==> config.mk <==
export PLATFORM = sky130hd
export DESIGN_NAME = mem_arbiter
export DESIGN_NICKNAME = d
export VERILOG_FILES = /design/src/verilog/sensor_pkg.sv /design/src/verilog/mem_pkg.sv /design/src/verilog/mem_arbiter.sv
export SDC_FILE = /design/constraint.sdc
export NUM_CORES = 1
export LEC_CHECK = 0
export BUFFER_PORTS_ARGS = -buffer_cell sky130_fd_sc_hd__buf_2
export CORE_MARGIN = 2
export CORE_UTILIZATION = 45
export CTS_BUF_LIST = sky130_fd_sc_hd__clkbuf_8
export CTS_CLUSTER_DIAMETER = 80
export DETAILED_ROUTE_END_ITERATION = 8
export GPL_TIMING_DRIVEN = 0
export HOLD_SLACK_MARGIN = 0.08
export PLACE_DENSITY = 0.86
export SKIP_LAST_GASP = 1
export SYNTH_ARGS = -nofsm -noshare
export SYNTH_HDL_FRONTEND = slang
export SYNTH_SLANG_ARGS = --single-unit
==> constraint.sdc <==
create_clock -name clk -period 2.9 [get_ports clk]
set_input_delay 0.29 -clock clk [delete_from_list [all_inputs] [get_ports clk]]
set_output_delay 0.29 -clock clk [all_outputs]
set_load 0.02 [all_outputs]
==> src/verilog/sensor_pkg.sv <==
package sensor_pkg;

   // bus and counter widths
   localparam int PIX_W   = 10;
   localparam int ROW_W   = 12;
   localparam int COL_W   = 12;
   localparam int NOISE_W = 32;
   localparam int FRAME_W = 16;

   // one pixel on the sensor bus
   typedef logic [PIX_W-1:0] pix_t;

   // row and column counts, also used for sizes
   typedef logic [ROW_W-1:0] row_t;
   typedef logic [COL_W-1:0] col_t;

   // LFSR state and its seed
   typedef logic [NOISE_W-1:0] noise_t;

   // frames since reset
   typedef logic [FRAME_W-1:0] frame_cnt_t;

   // source of the active pixel values
   typedef enum logic [2:0] {
      mode_noise      = 3'd0,
      mode_hgrad      = 3'd1,
      mode_vgrad      = 3'd2,
      mode_diag       = 3'd3,
      mode_frame      = 3'd4,
      mode_frame_diag = 3'd5,
      mode_image      = 3'd6
   } pattern_mode_e;

   // scan geometry, blanking counted as virtual rows and columns
   typedef struct packed {
      row_t active_rows;
      row_t virtual_rows;
      col_t active_cols;
      col_t virtual_cols;
   } scan_geom_s;

endpackage

==> src/verilog/mem_pkg.sv <==
package mem_pkg;

   // image edge length, the stored image wraps beyond it
   localparam int MEM_SIDE = 64;
   localparam int SIDE_W   = $clog2(MEM_SIDE);
   localparam int ADDR_W   = 2 * SIDE_W;

   // row low bits above active column low bits
   typedef logic [ADDR_W-1:0] addr_t;

   // host write, valid for one cycle per write
   typedef struct packed {
      logic             valid;
      addr_t            addr;
      sensor_pkg::pix_t data;
   } mem_wr_s;

   // generator read request
   typedef struct packed {
      logic  valid;
      addr_t addr;
   } mem_rd_s;

endpackage

==> src/verilog/mem_arbiter.sv <==
module mem_arbiter (
   input  logic               clk,
   input  logic               reset_n,
   input  mem_pkg::mem_rd_s   rd_req,
   input  mem_pkg::mem_wr_s   host_wr,
   output logic               host_busy,
   output logic               mem_en,
   output logic               mem_we,
   output mem_pkg::addr_t     mem_addr,
   output sensor_pkg::pix_t   mem_wdata
);

   // one-entry holding register for host writes
   logic             pend_valid;
   mem_pkg::addr_t   pend_addr;
   sensor_pkg::pix_t pend_data;

   logic accept;
   logic drain;

   // writes arriving while one is held are dropped
   assign accept = host_wr.valid && !pend_valid;

   // the held write goes in the first cycle without a read
   assign drain = pend_valid && !rd_req.valid;

   always_ff @(posedge clk or negedge reset_n) begin
      if (!reset_n) begin
         pend_valid <= 1'b0;
      end else if (accept) begin
         pend_valid <= 1'b1;
      end else if (drain) begin
         pend_valid <= 1'b0;
      end
   end

   always_ff @(posedge clk) begin
      if (accept) begin
         pend_addr <= host_wr.addr;
         pend_data <= host_wr.data;
      end
   end

   assign host_busy = pend_valid;

   // generator read wins the port
   assign mem_en    = rd_req.valid || pend_valid;
   assign mem_we    = drain;
   assign mem_addr  = rd_req.valid ? rd_req.addr : pend_addr;
   assign mem_wdata = pend_data;

endmodule

==> flow_metrics.tcl <==
set metrics [dict create \
    status "completed" \
    cts_resized 0 \
    cp-end-kind "flop" \
    syn-num-nets 79 \
    cp_num_buf_inv 0 \
    die-area_um2 2400 \
    grt_overflow 0 \
    synth_cell_type_count 9 \
    grt_pass1_vias 603 \
    critical_path_class "reg -> reg" \
    root_buffer "clkbuf_8" \
    skew_ps 4.97 \
    power_density_nw_per_um2 535 \
    grt.total_usage_pct 15.1 \
    dp.cells 129 \
    path_clk_slew_ps 80 \
    period_share_pct 56.1 \
    fmax_mhz 614 \
    area_growth_syn_to_layout_pct 43.5 \
    leakagePower_nw 0.596 \
    slowest_delay_ps 810 \
    r2r-end "pend_addr[9]$_DFFE_PP_" \
    start_util_pct 46.9 \
    drt_pass1_iterations 3 \
    syn-cell-area_um2 911 \
    path_cells "nor2b_2" \
    coreArea_um2 1940 \
    critPathArrivalTime_ps 1510 \
    rows 16 \
    fin_util_pct 67.3 \
    htreeDepth 1 \
    drive_gt1_share_pct 75.7 \
    antenna_found_initial 0 \
    worstMarginPinSlew_ps 1000 \
    hold_depth 1 \
    grt_max_degree 23 \
    clk_latency_ps 260 \
    totalWireLength_mm 1.78 \
    numCtsBuffers 3 \
    max_slew_margin_pct 32.9 \
    syn_avg_cell_area_um2 22.2 \
    cts_tree "yes" \
    route.detailed.drc 0 \
    wire_per_inst_um 13.3 \
    cts_buffer_depth 2 \
    r2r_start "host_busy$_DFFE_PN0P_" \
    worst_path_dominant_cell_family "simple AND/OR/NAND/NOR gates" \
    hold_violations 0 \
    r2r_slack_ps 1270 \
    n_fill_cell 164 \
    cp_max_fo 22 \
    post-cts-setup-buffers 0 \
    drt_iter0_markers 5 \
    nets 146 \
    fin_tns_setup_ps 0 \
    die_w_um 49.0 \
    hold_end "mem_wdata[7]$_DFFE_PP_" \
    grt_pass1_wl_mm 2.62 \
    worst_setup_path_start_kind "flop" \
    layoutNonFillerInstCount 134 \
    ant_nets 0 \
    hp-start "host_wr[7]" \
    slowest_stage "nor2b_2" \
    r2r_cells 1 \
    synth_seq_cells 23 \
    dieHeight_um 49.0 \
    maxCapViolCount 0 \
    via_per_inst 4.48 \
    portBuffers 61 \
    dp_hpwl_mm 1.42 \
    ys.warnings.count 0 \
    min_period_ps 1630 \
    cts_sinks 23 \
    min-delay-path-class "in -> reg" \
    boundaryPins 63 \
    antenna_cells 0 \
    gp_congestion 0.649 \
    synthCells 41 \
    drv_slew 0 \
    rsz0062_at_grt "no" \
    required_ps 2780 \
    peakVddDrop_mv 0.435 \
    finalSetupViolations 0 \
    total_power_uw 700 \
    num_vias 600 \
    yosysSeqAreaShare_pct 75.3 \
]
-- synth_stat cells --
cell type,n,share of area (%)
and2b_2,1,0.96
dfrtp_1,1,2.7
nor2b_1,1,0.69
buf_6,1,1.2
mux2_2,6,7.4
or2_1,1,0.69
buf_12,1,2.2
mux2_4,7,12
edfxtp_1,22,73
-- power by group --
group / total, mW / leakage, nW / internal, mW / switching [mW]
Sequential: 0.393 / 0.218 / 0.387 / 0.00642
Combinational: 0.120 / 0.351 / 0.0569 / 0.0628
Clock: 0.187 / 0.0269 / 0.0943 / 0.0926
Total: 0.700 / 0.596 / 0.538 / 0.162
-- timing repair --
| action | 4_1_cts | 5_1_grt |
|---|---|---|
| hold endpoints to repair | 1 | 0 |
| hold buffers | 1 | 0 |
| endpoints found under the setup margin | 0 | 0 |
-- logic make-up after synthesis --
kind of cell,after synthesis,synth area share (%)
flip-flops,23,75.3
buffers and inverters,2,3.43
AND/OR/NAND/NOR,3,2.34
multiplexers,13,19.0
-- cells in the final DEF, fill, tap and decap left out, types with 3 or more instances in the layout --
cell type and instances:
edfxtp_1 22, clkbuf_8 3, mux2_4 7, mux2_2 6, buf_2 61
-- per-stage QoR --
stage	instance area [um2]	hold slack [ps]	setup slack, ps
final	1310	200	1270
after CTS	1310	199	1260
after floorplan	911	-5.59	984
after detailed placement	1250	71.2	1270
after global placement	1250	66.9	833
after global routing	1310	194	1150
-- how the worst max path moves through the flow --
stage                                startpoint                       to  slack (ps)  depth (start not counted)
after global placement    host_busy$_DFFE_PN0P_   pend_addr[9]$_DFFE_PP_         830                          1
after global routing      host_busy$_DFFE_PN0P_  pend_addr[10]$_DFFE_PP_        1150                          1
after CTS                 host_busy$_DFFE_PN0P_   pend_addr[1]$_DFFE_PP_        1260                          1
final                     host_busy$_DFFE_PN0P_   pend_addr[9]$_DFFE_PP_        1270                          1
after floorplan           host_busy$_DFFE_PN0P_   mem_wdata[0]$_DFFE_PP_         980                          1
after detailed placement  host_busy$_DFFE_PN0P_   pend_addr[1]$_DFFE_PP_        1270                          1
-- cell type report --
| cell class | instances | area [um2] | share of cell area [%] |
|---|---|---|---|
| plain buffers | 2 | 31.3 | 2.39 |
| clock buffers | 3 | 41.3 | 3.16 |
| clock inverters | 1 | 3.75 | 0.287 |
| multi-input cells | 16 | 196 | 15.0 |
| flip-flops and latches | 23 | 686 | 52.4 |
| well taps | 27 | 33.8 | 2.58 |
| repair buffers | 62 | 315 | 24.1 |
-- flip-flops by register name, indices dropped and copies added (netlist names) --
register / flops
pend_addr: 12
mem_wdata: 10
host_busy: 1
-- metal layers --
| layer | global-route usage (%) | vias up | wire, um |
|---|---|---|---|
| li1 | - | 288 | - |
| met1 | 13.9 | 274 | 613 |
| met2 | 27.9 | 36 | 939 |
| met3 | 6.75 | 2 | 210 |
| met4 | 7.14 | 0 | 13 |
| met5 | 0 | - | 0 |
No activity file was read; power rests on OpenSTA's default activity.
