### config.mk
export PLATFORM = sky130hd
export DESIGN_NAME = pattern_gen
export DESIGN_NICKNAME = d
export VERILOG_FILES = /design/src/verilog/sensor_pkg.sv /design/src/verilog/mem_pkg.sv /design/src/verilog/pattern_gen.sv
export SDC_FILE = /design/constraint.sdc
export NUM_CORES = 1
export LEC_CHECK = 0
export ABC_AREA = 0
export BUFFER_PORTS_ARGS = -buffer_cell sky130_fd_sc_hd__buf_4
export CORE_ASPECT_RATIO = 1.4
export CORE_MARGIN = 3
export CORE_UTILIZATION = 55
export DETAILED_ROUTE_END_ITERATION = 8
export MAX_ROUTING_LAYER = met4
export PLACE_DENSITY = 0.77
export SLEW_MARGIN = 20
export SYNTH_ARGS = -nofsm -noshare
export SYNTH_HDL_FRONTEND = slang
export SYNTH_SLANG_ARGS = --single-unit
### constraint.sdc
create_clock -name clk -period 5.45 [get_ports clk]
set_clock_uncertainty 0.1 [all_clocks]
set_input_delay 1.09 -clock clk [delete_from_list [all_inputs] [get_ports clk]]
set_output_delay 1.09 -clock clk [all_outputs]
set_load 0.05 [all_outputs]
### src/verilog/sensor_pkg.sv
package sensor_pkg;

   // bus and counter widths
   localparam int PIX_W   = 10;
   localparam int ROW_W   = 12;
   localparam int COL_W   = 12;
   localparam int NOISE_W = 32;
   localparam int FRAME_W = 16;

   // one pixel on the sensor bus
   typedef logic [PIX_W-1:0] pix_t;

   // row and column counts, also used for sizes
   typedef logic [ROW_W-1:0] row_t;
   typedef logic [COL_W-1:0] col_t;

   // LFSR state and its seed
   typedef logic [NOISE_W-1:0] noise_t;

   // frames since reset
   typedef logic [FRAME_W-1:0] frame_cnt_t;

   // source of the active pixel values
   typedef enum logic [2:0] {
      mode_noise      = 3'd0,
      mode_hgrad      = 3'd1,
      mode_vgrad      = 3'd2,
      mode_diag       = 3'd3,
      mode_frame      = 3'd4,
      mode_frame_diag = 3'd5,
      mode_image      = 3'd6
   } pattern_mode_e;

   // scan geometry, blanking counted as virtual rows and columns
   typedef struct packed {
      row_t active_rows;
      row_t virtual_rows;
      col_t active_cols;
      col_t virtual_cols;
   } scan_geom_s;

endpackage

### src/verilog/mem_pkg.sv
package mem_pkg;

   // image edge length, the stored image wraps beyond it
   localparam int MEM_SIDE = 64;
   localparam int SIDE_W   = $clog2(MEM_SIDE);
   localparam int ADDR_W   = 2 * SIDE_W;

   // row low bits above active column low bits
   typedef logic [ADDR_W-1:0] addr_t;

   // host write, valid for one cycle per write
   typedef struct packed {
      logic             valid;
      addr_t            addr;
      sensor_pkg::pix_t data;
   } mem_wr_s;

   // generator read request
   typedef struct packed {
      logic  valid;
      addr_t addr;
   } mem_rd_s;

endpackage

### src/verilog/pattern_gen.sv
module pattern_gen (
   input  logic                      clk,
   input  logic                      reset_n,
   input  logic                      enable,
   input  sensor_pkg::pattern_mode_e mode,
   input  sensor_pkg::scan_geom_s    geom,
   input  sensor_pkg::noise_t        noise_seed,
   input  sensor_pkg::pix_t          rd_data,
   output mem_pkg::mem_rd_s          rd_req,
   output sensor_pkg::pix_t          dat,
   output logic                      fv,
   output logic                      lv
);

   // scan state
   sensor_pkg::row_t       row_cnt;
   sensor_pkg::col_t       col_cnt;
   sensor_pkg::frame_cnt_t frame_cnt;
   sensor_pkg::noise_t     noise;

   // one extra bit so sums of two sizes do not wrap
   logic [sensor_pkg::ROW_W:0] total_rows;
   logic [sensor_pkg::ROW_W:0] row_nxt;
   logic [sensor_pkg::COL_W:0] total_cols;
   logic [sensor_pkg::COL_W:0] col_nxt;
   logic [sensor_pkg::COL_W:0] lv_end;

   sensor_pkg::col_t hblank_fp;
   sensor_pkg::col_t act_col;

   logic fv_w;
   logic lv_w;
   logic fv_s;
   logic lv_s;
   logic img_s;
   logic noise_fb;

   sensor_pkg::pix_t dat_sel;

   // stage one outputs
   logic             p1_fv;
   logic             p1_lv;
   logic             p1_img;
   sensor_pkg::pix_t p1_dat;

   assign total_rows = {1'b0, geom.active_rows} + {1'b0, geom.virtual_rows};
   assign total_cols = {1'b0, geom.active_cols} + {1'b0, geom.virtual_cols};
   assign row_nxt    = {1'b0, row_cnt} + 1'b1;
   assign col_nxt    = {1'b0, col_cnt} + 1'b1;

   // front porch is half the horizontal blanking
   assign hblank_fp = geom.virtual_cols >> 1;
   assign lv_end    = {1'b0, geom.active_cols} + {1'b0, hblank_fp};
   assign act_col   = col_cnt - hblank_fp;

   assign fv_w = (row_cnt < geom.active_rows);
   assign lv_w = fv_w && (col_cnt >= hblank_fp) && ({1'b0, col_cnt} < lv_end);

   // a disabled generator produces no pixels
   assign fv_s  = enable && fv_w;
   assign lv_s  = enable && lv_w;
   assign img_s = lv_s && (mode == sensor_pkg::mode_image);

   assign noise_fb = ~(noise[31] ^ noise[21] ^ noise[1] ^ noise[0]);

   // memory read for the pixel at the current counters
   always_comb begin
      rd_req.valid = img_s;
      rd_req.addr  = {row_cnt[mem_pkg::SIDE_W-1:0], act_col[mem_pkg::SIDE_W-1:0]};
   end

   // locally computed patterns, sums wrap at the pixel width
   always_comb begin
      case (mode)
         sensor_pkg::mode_noise:      dat_sel = noise[sensor_pkg::PIX_W-1:0];
         sensor_pkg::mode_hgrad:      dat_sel = row_cnt[sensor_pkg::PIX_W-1:0];
         sensor_pkg::mode_vgrad:      dat_sel = col_cnt[sensor_pkg::PIX_W-1:0];
         sensor_pkg::mode_diag:       dat_sel = row_cnt[sensor_pkg::PIX_W-1:0]
                                              + col_cnt[sensor_pkg::PIX_W-1:0];
         sensor_pkg::mode_frame:      dat_sel = frame_cnt[sensor_pkg::PIX_W-1:0];
         sensor_pkg::mode_frame_diag: dat_sel = frame_cnt[sensor_pkg::PIX_W-1:0]
                                              + col_cnt[sensor_pkg::PIX_W-1:0]
                                              + row_cnt[sensor_pkg::PIX_W-1:0];
         // image data joins in stage two
         default:                     dat_sel = '0;
      endcase
   end

   // row, column and frame counters
   always_ff @(posedge clk or negedge reset_n) begin
      if (!reset_n) begin
         row_cnt   <= '0;
         col_cnt   <= '0;
         frame_cnt <= '0;
      end else if (!enable) begin
         // restart at row 0, frame count held
         row_cnt <= '0;
         col_cnt <= '0;
      end else if (col_nxt >= total_cols) begin
         col_cnt <= '0;
         if (row_nxt >= total_rows) begin
            row_cnt   <= '0;
            frame_cnt <= frame_cnt + 1'b1;
         end else begin
            row_cnt <= row_nxt[sensor_pkg::ROW_W-1:0];
         end
      end else begin
         col_cnt <= col_nxt[sensor_pkg::COL_W-1:0];
      end
   end

   // noise LFSR
   // a zero seed lets each frame continue the sequence
   always_ff @(posedge clk or negedge reset_n) begin
      if (!reset_n) begin
         noise <= sensor_pkg::noise_t'(1);
      end else if (!fv_w) begin
         if (|noise_seed) begin
            noise <= noise_seed;
         end
      end else if (lv_s) begin
         noise <= {noise[sensor_pkg::NOISE_W-2:0], noise_fb};
      end
   end

   // stage one, sync levels and local pixel
   always_ff @(posedge clk or negedge reset_n) begin
      if (!reset_n) begin
         p1_fv  <= 1'b0;
         p1_lv  <= 1'b0;
         p1_img <= 1'b0;
         p1_dat <= '0;
      end else begin
         p1_fv  <= fv_s;
         p1_lv  <= lv_s;
         p1_img <= img_s;
         p1_dat <= lv_s ? dat_sel : '0;
      end
   end

   // stage two, memory data arrives alongside stage one
   always_ff @(posedge clk or negedge reset_n) begin
      if (!reset_n) begin
         fv  <= 1'b0;
         lv  <= 1'b0;
         dat <= '0;
      end else begin
         fv  <= p1_fv;
         lv  <= p1_lv;
         dat <= p1_img ? rd_data : p1_dat;
      end
   end

endmodule

==> results by group, run 1 <==
Status
  – Status: finished clean

Synth
  – Distinct cells, synth: 64
  – Leading area contributor after synthesis: dfrtp_1
  – Synth area leaders: dfrtp_1, ha_1, nand2_1
  – Mapped Area: 8680 um2
  – Net Count, Synth: 1,205
  – Mean area per synthesized cell: 8.86 um2
  – Register bit total from synthesis: between 90 and 100
  – Seq/Total Area, Yosys: 26.2%
  – EDFF count, synth: 0
  – Post-synthesis async set-or-reset flop share: 100%
  – Ys flop type: dfrtp_1
  – Synthesis Warnings: 0
  – Syn Inst Count: 980
  – Synth top area share: roughly 26%

Global route
  – Initial antenna violation count: 0
  – Global route total overflow: 0
  – Global-route wire length before repair: ~37,000 um
  – Global Route Usage Sum: between 20% and 30%
  – Vias in the first global route: 7,996
  – Pin count of the biggest net entering global routing: between 40 and 50

STA
  – # setup viols final: 0
  – RSZ-0062 raised after global routing: true
  – Worst setup margin: 0.0117 ns
  – Crit path time final: 5.44 ns
  – Slew margin rel.: 52.5%
  – Worst Tran Pin Value: 0.712 ns
  – Fmax: between 150 and 200 MHz
  – Final Hold Fails: 0
  – Slew Limit Fails: 0
  – Part of the cycle the worst path needs: 99.8%

Placement
  – Place WS: -0.347 ns
  – # port buffers: between 100 and 150
  – Placer congestion estimate: around 0.96
  – Post-DP HPWL: 17,800 um
  – Placed cell areas: between 9000 and 10,000 um2
  – Placed cell count: 1,285

Job
  – Number of max-cap violations: 0

Setup path
  – Crit path launch type: primary input
  – CP top delay family: compound AO/OA/AOI/OAI gates
  – CP endpoint kind: output pin
  – Crit Path Class: in2out
  – Flop2flop setup slack: 1.50 ns
  – CP max FO: 3
  – Worst EP arrival: approximately 4.3 ns
  – Critical path's slowest cell: a2111o_1
  – Crit path from: geom[1]
  – Critical Path, Cell by Cell: buf_4 > ha_4 > inv_1 > fa_2 > nor2b_2 > o31ai_2 > a21oi_2 > nand3_1 > nand2_1 > xnor2_1 > ha_1 > nand3_2 > nor3_1 > a2111o_1 > a2111o_1 > nor3_2 > buf_4 > buf_8
  – Worst Path Buf+Inv: 4
  – WP data required: 4.26 ns
  – CP peak stage delay: between 0.4 and 0.5 ns
  – RR Startpoint: col_cnt[2]

Final layout
  – Most common cell after layout, fill and taps aside: buf_4
  – Fillers: 1,282
  – Nets: 1,331
  – Layout cell share with drive strength beyond 1: 21.7%
  – Commonest non-fill, non-tap cells in the layout: buf_4, nand2_1, ha_1
  – Cell Count, Final, Fillers Out: 1,303
  – Multi-input gate area: roughly 6100 um2
  – Reg area: 2280 um2
  – P&R area growth vs syn: 18.7%
  – Ant diodes: 0
  – Cell area after layout: 10,300 um2

Die
  – Core footprint: 15,300 um2
  – Io pins: 121
  – Die height: roughly 150 um
  – Die X: 112 um
  – Die footprint: ~17,000 um2
  – Initial Util: 56.9%
  – Rows: 53

Clock network
  – Worst-path clk slew: 0.08 ns
  – CTS root buffer: clkbuf_16
  – CTS tree: done
  – Worst-skew pair later-pin latency: 0.35 ns
  – Total CTS buffers: 9
  – Clk buf depth: 2
  – H-Tree Depth: 3
  – Clock sinks: 91

Pwr
  – Max VDD drop: 0.000156 V
  – Lkg Pwr: between 0.005 and 0.006 uW
  – Pwr per Cell Area: around 170 nW/um2

Route
  – Iteration count of the initial detailed-routing pass: 5
  – DR vias/cell: 5.87
  – Final WL: ~23,000 um
  – Antenna Nets Post-Route: 0
  – Wire per inst: 17.4 um
  – Vias: 7,651
  – Remaining DRCs: 0
  – Iter 0 DRT Violations: 316

Min path
  – Worst Hold Class: reg2reg
  – HP Start: p1_lv
area by class of cell:
class,instances,share of cell area (%)
clock buffer,9,2.19
multi-input combinational,803,59.6
clock inverter,7,0.789
sequential,91,22.1
tap,192,2.33
timing repair buffer,151,11.2
inverter,50,1.82
flip-flops by register name (all words and copies together) (netlist names):
name	cells
col_cnt	12
dat	10
frame_cnt	10
fv	1
lv	1
noise	32
p1_dat	10
p1_fv	1
p1_img	1
p1_lv	1
row_cnt	12
logic make-up (layout without fill, tap and decap cells):
family                   after synthesis  after routing  synth area share [%]
XOR/XNOR                              74             74                  7.46
AND/OR/NAND/NOR                      339            339                  18.2
flip-flops                            91             91                  26.2
adder cells (fa/ha/maj)              129            129                  19.9
AO/OA/AOI/OAI                        203            203                  15.0
buffers and inverters                 86            217                  4.31
multiplexers                          58             58                  8.87
layer usage:
metal | track usage [%] | vias up | share of wire (%)
li1 | - | 3740 | -
met1 | 28.4 | 3662 | 38
met2 | 50.8 | 193 | 54
met3 | 2.74 | 56 | 3.8
met4 | 11.1 | 0 | 3.5
met5 | - | - | 0
path summary, 6_finish.rpt:
path,cells past startpoint,end
worst max-delay path,18,rd_req[12]
worst min-delay path,0,lv
worst max register to register,14,frame_cnt[5]
worst min register to register,0,lv
max in group asynchronous,2,frame_cnt[2]
min in group asynchronous,1,p1_dat[0]
synthesized netlist by cell type (all sizes together) (4+ instances only):
library cell  number
mux2i             11
o22ai              5
or2                5
nand4             10
nor2b             15
ha               114
o21ai             43
fa                15
and3              15
clkbuf            23
o211ai             6
nand3             29
mux2              45
a2111oi            4
a21o              16
a21oi             65
o21a              12
a211oi            11
or3                5
nor3              21
dfrtp             90
a211o              5
nor2              52
nand2b            18
inv               50
xnor2             42
nor4              13
xor2              32
a31oi              7
nand2            147
buf               13
power by group:
part	switching, uW	total (uW)	internal (uW)
Combinational	251	458	207
Sequential	7.43	686	678
Clock	315	642	327
Total	573	1790	1210
metrics by stage:
| step | util (%) | hold slack (ns) | power (uW) | TNS, ns |
|---|---|---|---|---|
| 2_1_floorplan | - | 0.231 | 973 | 0 |
| 6_report | 67.6 | 0.255 | 1790 | 0 |
| 5_1_grt | 67.6 | 0.261 | 1870 | -0.109 |
| 3_3_place_gp | 64.8 | 0.233 | 1140 | -0.295 |
| 4_1_cts | 67.5 | 0.258 | 1800 | 0 |
| 3_5_place_dp | 64.8 | 0.241 | 1150 | -0.347 |
repair_timing:
action	in CTS	in global routing
hold buffers	0	0
setup buffers	1	1
cloned	0	0
setup endpoints to repair	1	1
pin swaps	14	2
resized for setup	18	1
(Power assumes the default switching activity.)
==> run 2: changes to the inputs <==
- GPL_TIMING_DRIVEN: not set -> 0
==> run 2 against run 1 <==
  * The flow now finishes with violations (negative setup slack)
  * Clock power shrank 0.6%
  * Count of clock-buffer cells in the layout is the same
  * Global-route usage grew 0.15 points
  * Highest routed layer unchanged
==> results by group, run 2 (synthesis results as in run 1) <==
Setup path
  – RR Startpoint: col_cnt[2] (unchanged)
  – WP data required: 4.26 ns (about the same)
  – CP max FO: 3 (unchanged)
  – CP peak stage delay: 0.46 ns (was 0.44 ns)
  – Flop2flop setup slack: 1.17 ns (was 1.50 ns)
  – Critical Path, Cell by Cell: buf_6 > ha_4 > a21oi_4 > o21ai_2 > nor4_1 > a21oi_1 > buf_4 > buf_4 > a21oi_2 > xor2_1 > ha_1 > nand2_2 > nor3_2 > a2111o_1 > a2111o_1 > nor3_4 > buf_6 > buf_8 (was buf_4 > ha_4 > inv_1 > fa_2 > nor2b_2 > o31ai_2 > a21oi_2 > nand3_1 > nand2_1 > xnor2_1 > ha_1 > nand3_2 > nor3_1 > a2111o_1 > a2111o_1 > nor3_2 > buf_4 > buf_8)
  – Critical path's slowest cell: a2111o_1 (unchanged)
  – Crit path launch type: primary input (unchanged)
  – Worst r2r path cells: 13 (was 14)
  – Reg2reg end: row_cnt[10] (was frame_cnt[5])
  – Worst path depth: 18 (unchanged)
  – CP top delay family: compound AO/OA/AOI/OAI gates (unchanged)
  – Worst EP arrival: 4.50 ns (was 4.25 ns)
  – Crit Path Class: in2out (unchanged)
  – Worst Path Buf+Inv: 5 (was 4)
  – CP endpoint kind: output pin (unchanged)

Pwr
  – Lkg Pwr: 0.00534 uW (about the same)
  – Max VDD drop: 0.000123 V (was 0.000156 V)
  – Pwr per Cell Area: 172 nW/um2 (was 173 nW/um2)

Final layout
  – Layout cell share with drive strength beyond 1: 20.8% (was 21.7%)
  – Ant diodes: 0 (unchanged)
  – Top flop regs: noise x32, col_cnt x12, row_cnt x12 (unchanged)
  – Commonest non-fill, non-tap cells in the layout: nand2_1, buf_4, ha_1 (was buf_4, nand2_1, ha_1)
  – Nets: 1,344 (was 1,331)
  – Cell Count, Final, Fillers Out: 1,316 (was 1,303)
  – Core Util, Final: 68.0% (was 67.6%)
  – P&R area growth vs syn: 19.4% (was 18.7%)
  – Most common cell after layout, fill and taps aside: nand2_1 (was buf_4)
  – Most flops, register: noise (unchanged)
  – Max FFs per register: 32 (unchanged)
  – Fillers: 1,252 (was 1,282)

Route
  – Remaining DRCs: 0 (unchanged)
  – Iter 0 DRT Violations: 321 (was 316)
  – Iteration count of the initial detailed-routing pass: 5 (unchanged)
  – Antenna Nets Post-Route: 0 (unchanged)
  – Final WL: 23,100 um (was 22,700 um)
  – DR vias/cell: 5.90 (was 5.87)
  – Vias: 7,761 (was 7,651)
  – Wire per inst: 17.5 um (was 17.4 um)

Placement
  – Placed cell count: 1,291 (was 1,285)
  – Placer congestion estimate: 0.940 (was 0.958)
  – Post-DP HPWL: 18,000 um (was 17,800 um)
  – # port buffers: 119 (was 120)

Global route
  – Vias in the first global route: 7,926 (was 7,996)
  – Pin count of the biggest net entering global routing: 92 (was 48)
  – Initial antenna violation count: 0 (unchanged)
  – Global-route wire length before repair: 37,400 um (was 37,300 um)
  – Global Route Usage Sum: 27.1% (was 27.0%)
  – Global route total overflow: 0 (unchanged)

Min path
  – Hold endpoint: lv (unchanged)
  – Worst Hold Class: reg2reg (unchanged)
  – Worst Hold Depth: 0 (unchanged)
  – HP Start: p1_lv (unchanged)

Die
  – Initial Util: 56.9% (unchanged)
  – Io pins: 121 (unchanged)
  – Die X: 112 um (unchanged)
  – Die height: 155 um (unchanged)
  – Rows: 53 (unchanged)
  – Die footprint: 17,400 um2 (unchanged)
  – Core footprint: 15,300 um2 (unchanged)

STA
  – Part of the cycle the worst path needs: 104% (was 99.8%)
  – # setup viols final: 1 (was 0)
  – Fmax: 176 MHz (was 184 MHz)
  – RSZ-0062 raised after global routing: true (unchanged)
  – Worst Tran Pin Value: 1.04 ns (was 0.712 ns)
  – Final Hold Fails: 0 (unchanged)
  – Slew Limit Fails: 0 (unchanged)
  – Crit path time final: 5.69 ns (was 5.44 ns)
  – Hold Slack: 0.273 ns (was 0.255 ns)
  – Worst setup margin: -0.238 ns (was 0.0117 ns)
  – Slew margin rel.: 30.9% (was 52.5%)

Clock network
  – Worst-skew pair later-pin latency: 0.35 ns (about the same)
  – CTS Hold Bufs: 0 (unchanged)
  – H-Tree Depth: 3 (unchanged)
  – Clk buf depth: 2 (unchanged)
  – Total CTS buffers: 9 (unchanged)
  – CTS tree: done (unchanged)
  – Clock sinks: 91 (unchanged)
  – CTS root buffer: clkbuf_16 (unchanged)
  – Worst-path clk slew: 0.08 ns (about the same)

Status
  – Status: finished, violations left (was finished clean)
  – Failing checks: negative setup slack

Job
  – Number of max-cap violations: 0 (unchanged)
-- run 2: cell types whose count changed in the layout (fill, tap and decap cells not counted), moves of 2 or more --
cell	previous run	this run
nor3_1	20	18
buf_2	0	2
clkbuf_1	0	23
buf_4	149	127
buf_8	1	3
buf_6	0	8
-- run 2: where the power goes --
group	leakage, uW	internal, uW	switching [uW]
Clock	0.000150	327	311
Combinational	0.00393	207	254
Sequential	0.00126	678	7.51
-- run 2: how the worst max path moves through the flow --
stage / startpoint / endpoint
finish: geom[13] / rd_req[12]
global route: geom[12] / rd_req[12]
CTS: geom[12] / rd_req[12]
detailed placement: geom[2] / rd_req[12]
global placement: geom[2] / rd_req[12]
floorplan: geom[1] / rd_req[12]
-- run 2: layer usage --
metal	vias up	share of wire (%)	track usage, %
met5	-	0	-
met4	0	5.2	14.1
met3	91	3.9	2.66
met2	224	52	48.7
met1	3670	39	29.5
li1	3776	-	-
-- run 2: per-stage QoR --
| step | TNS, ns | worst slack, ns | total power (uW) | instance area, um2 |
|---|---|---|---|---|
| after floorplan | 0 | 0.148 | 973 | 8680 |
| after global placement | -0.677 | -0.677 | 1120 | 9820 |
| after detailed placement | -0.748 | -0.748 | 1130 | 9820 |
| after CTS | -0.171 | -0.171 | 1790 | 10300 |
| after global routing | -0.307 | -0.307 | 1870 | 10400 |
| final | -0.238 | -0.238 | 1780 | 10400 |
-- run 2: cell type report --
type | count | area [um2] | share of cell area (%)
Multi-Input combinational cell | 803 | 6170 | 59.5
Sequential cell | 91 | 2280 | 22.0
Timing Repair Buffer | 128 | 998 | 9.62
Tap cell | 192 | 240 | 2.32
Clock buffer | 9 | 225 | 2.17
Buffer | 36 | 190 | 1.83
Inverter | 50 | 188 | 1.81
Clock inverter | 7 | 81.3 | 0.784
-- run 2: what timing repair did --
item                                    CTS  global route
buffers inserted                          8             1
gates cloned                              0             0
resized for setup                        28             8
pin swaps                                20            19
endpoints found under the setup margin    1             1
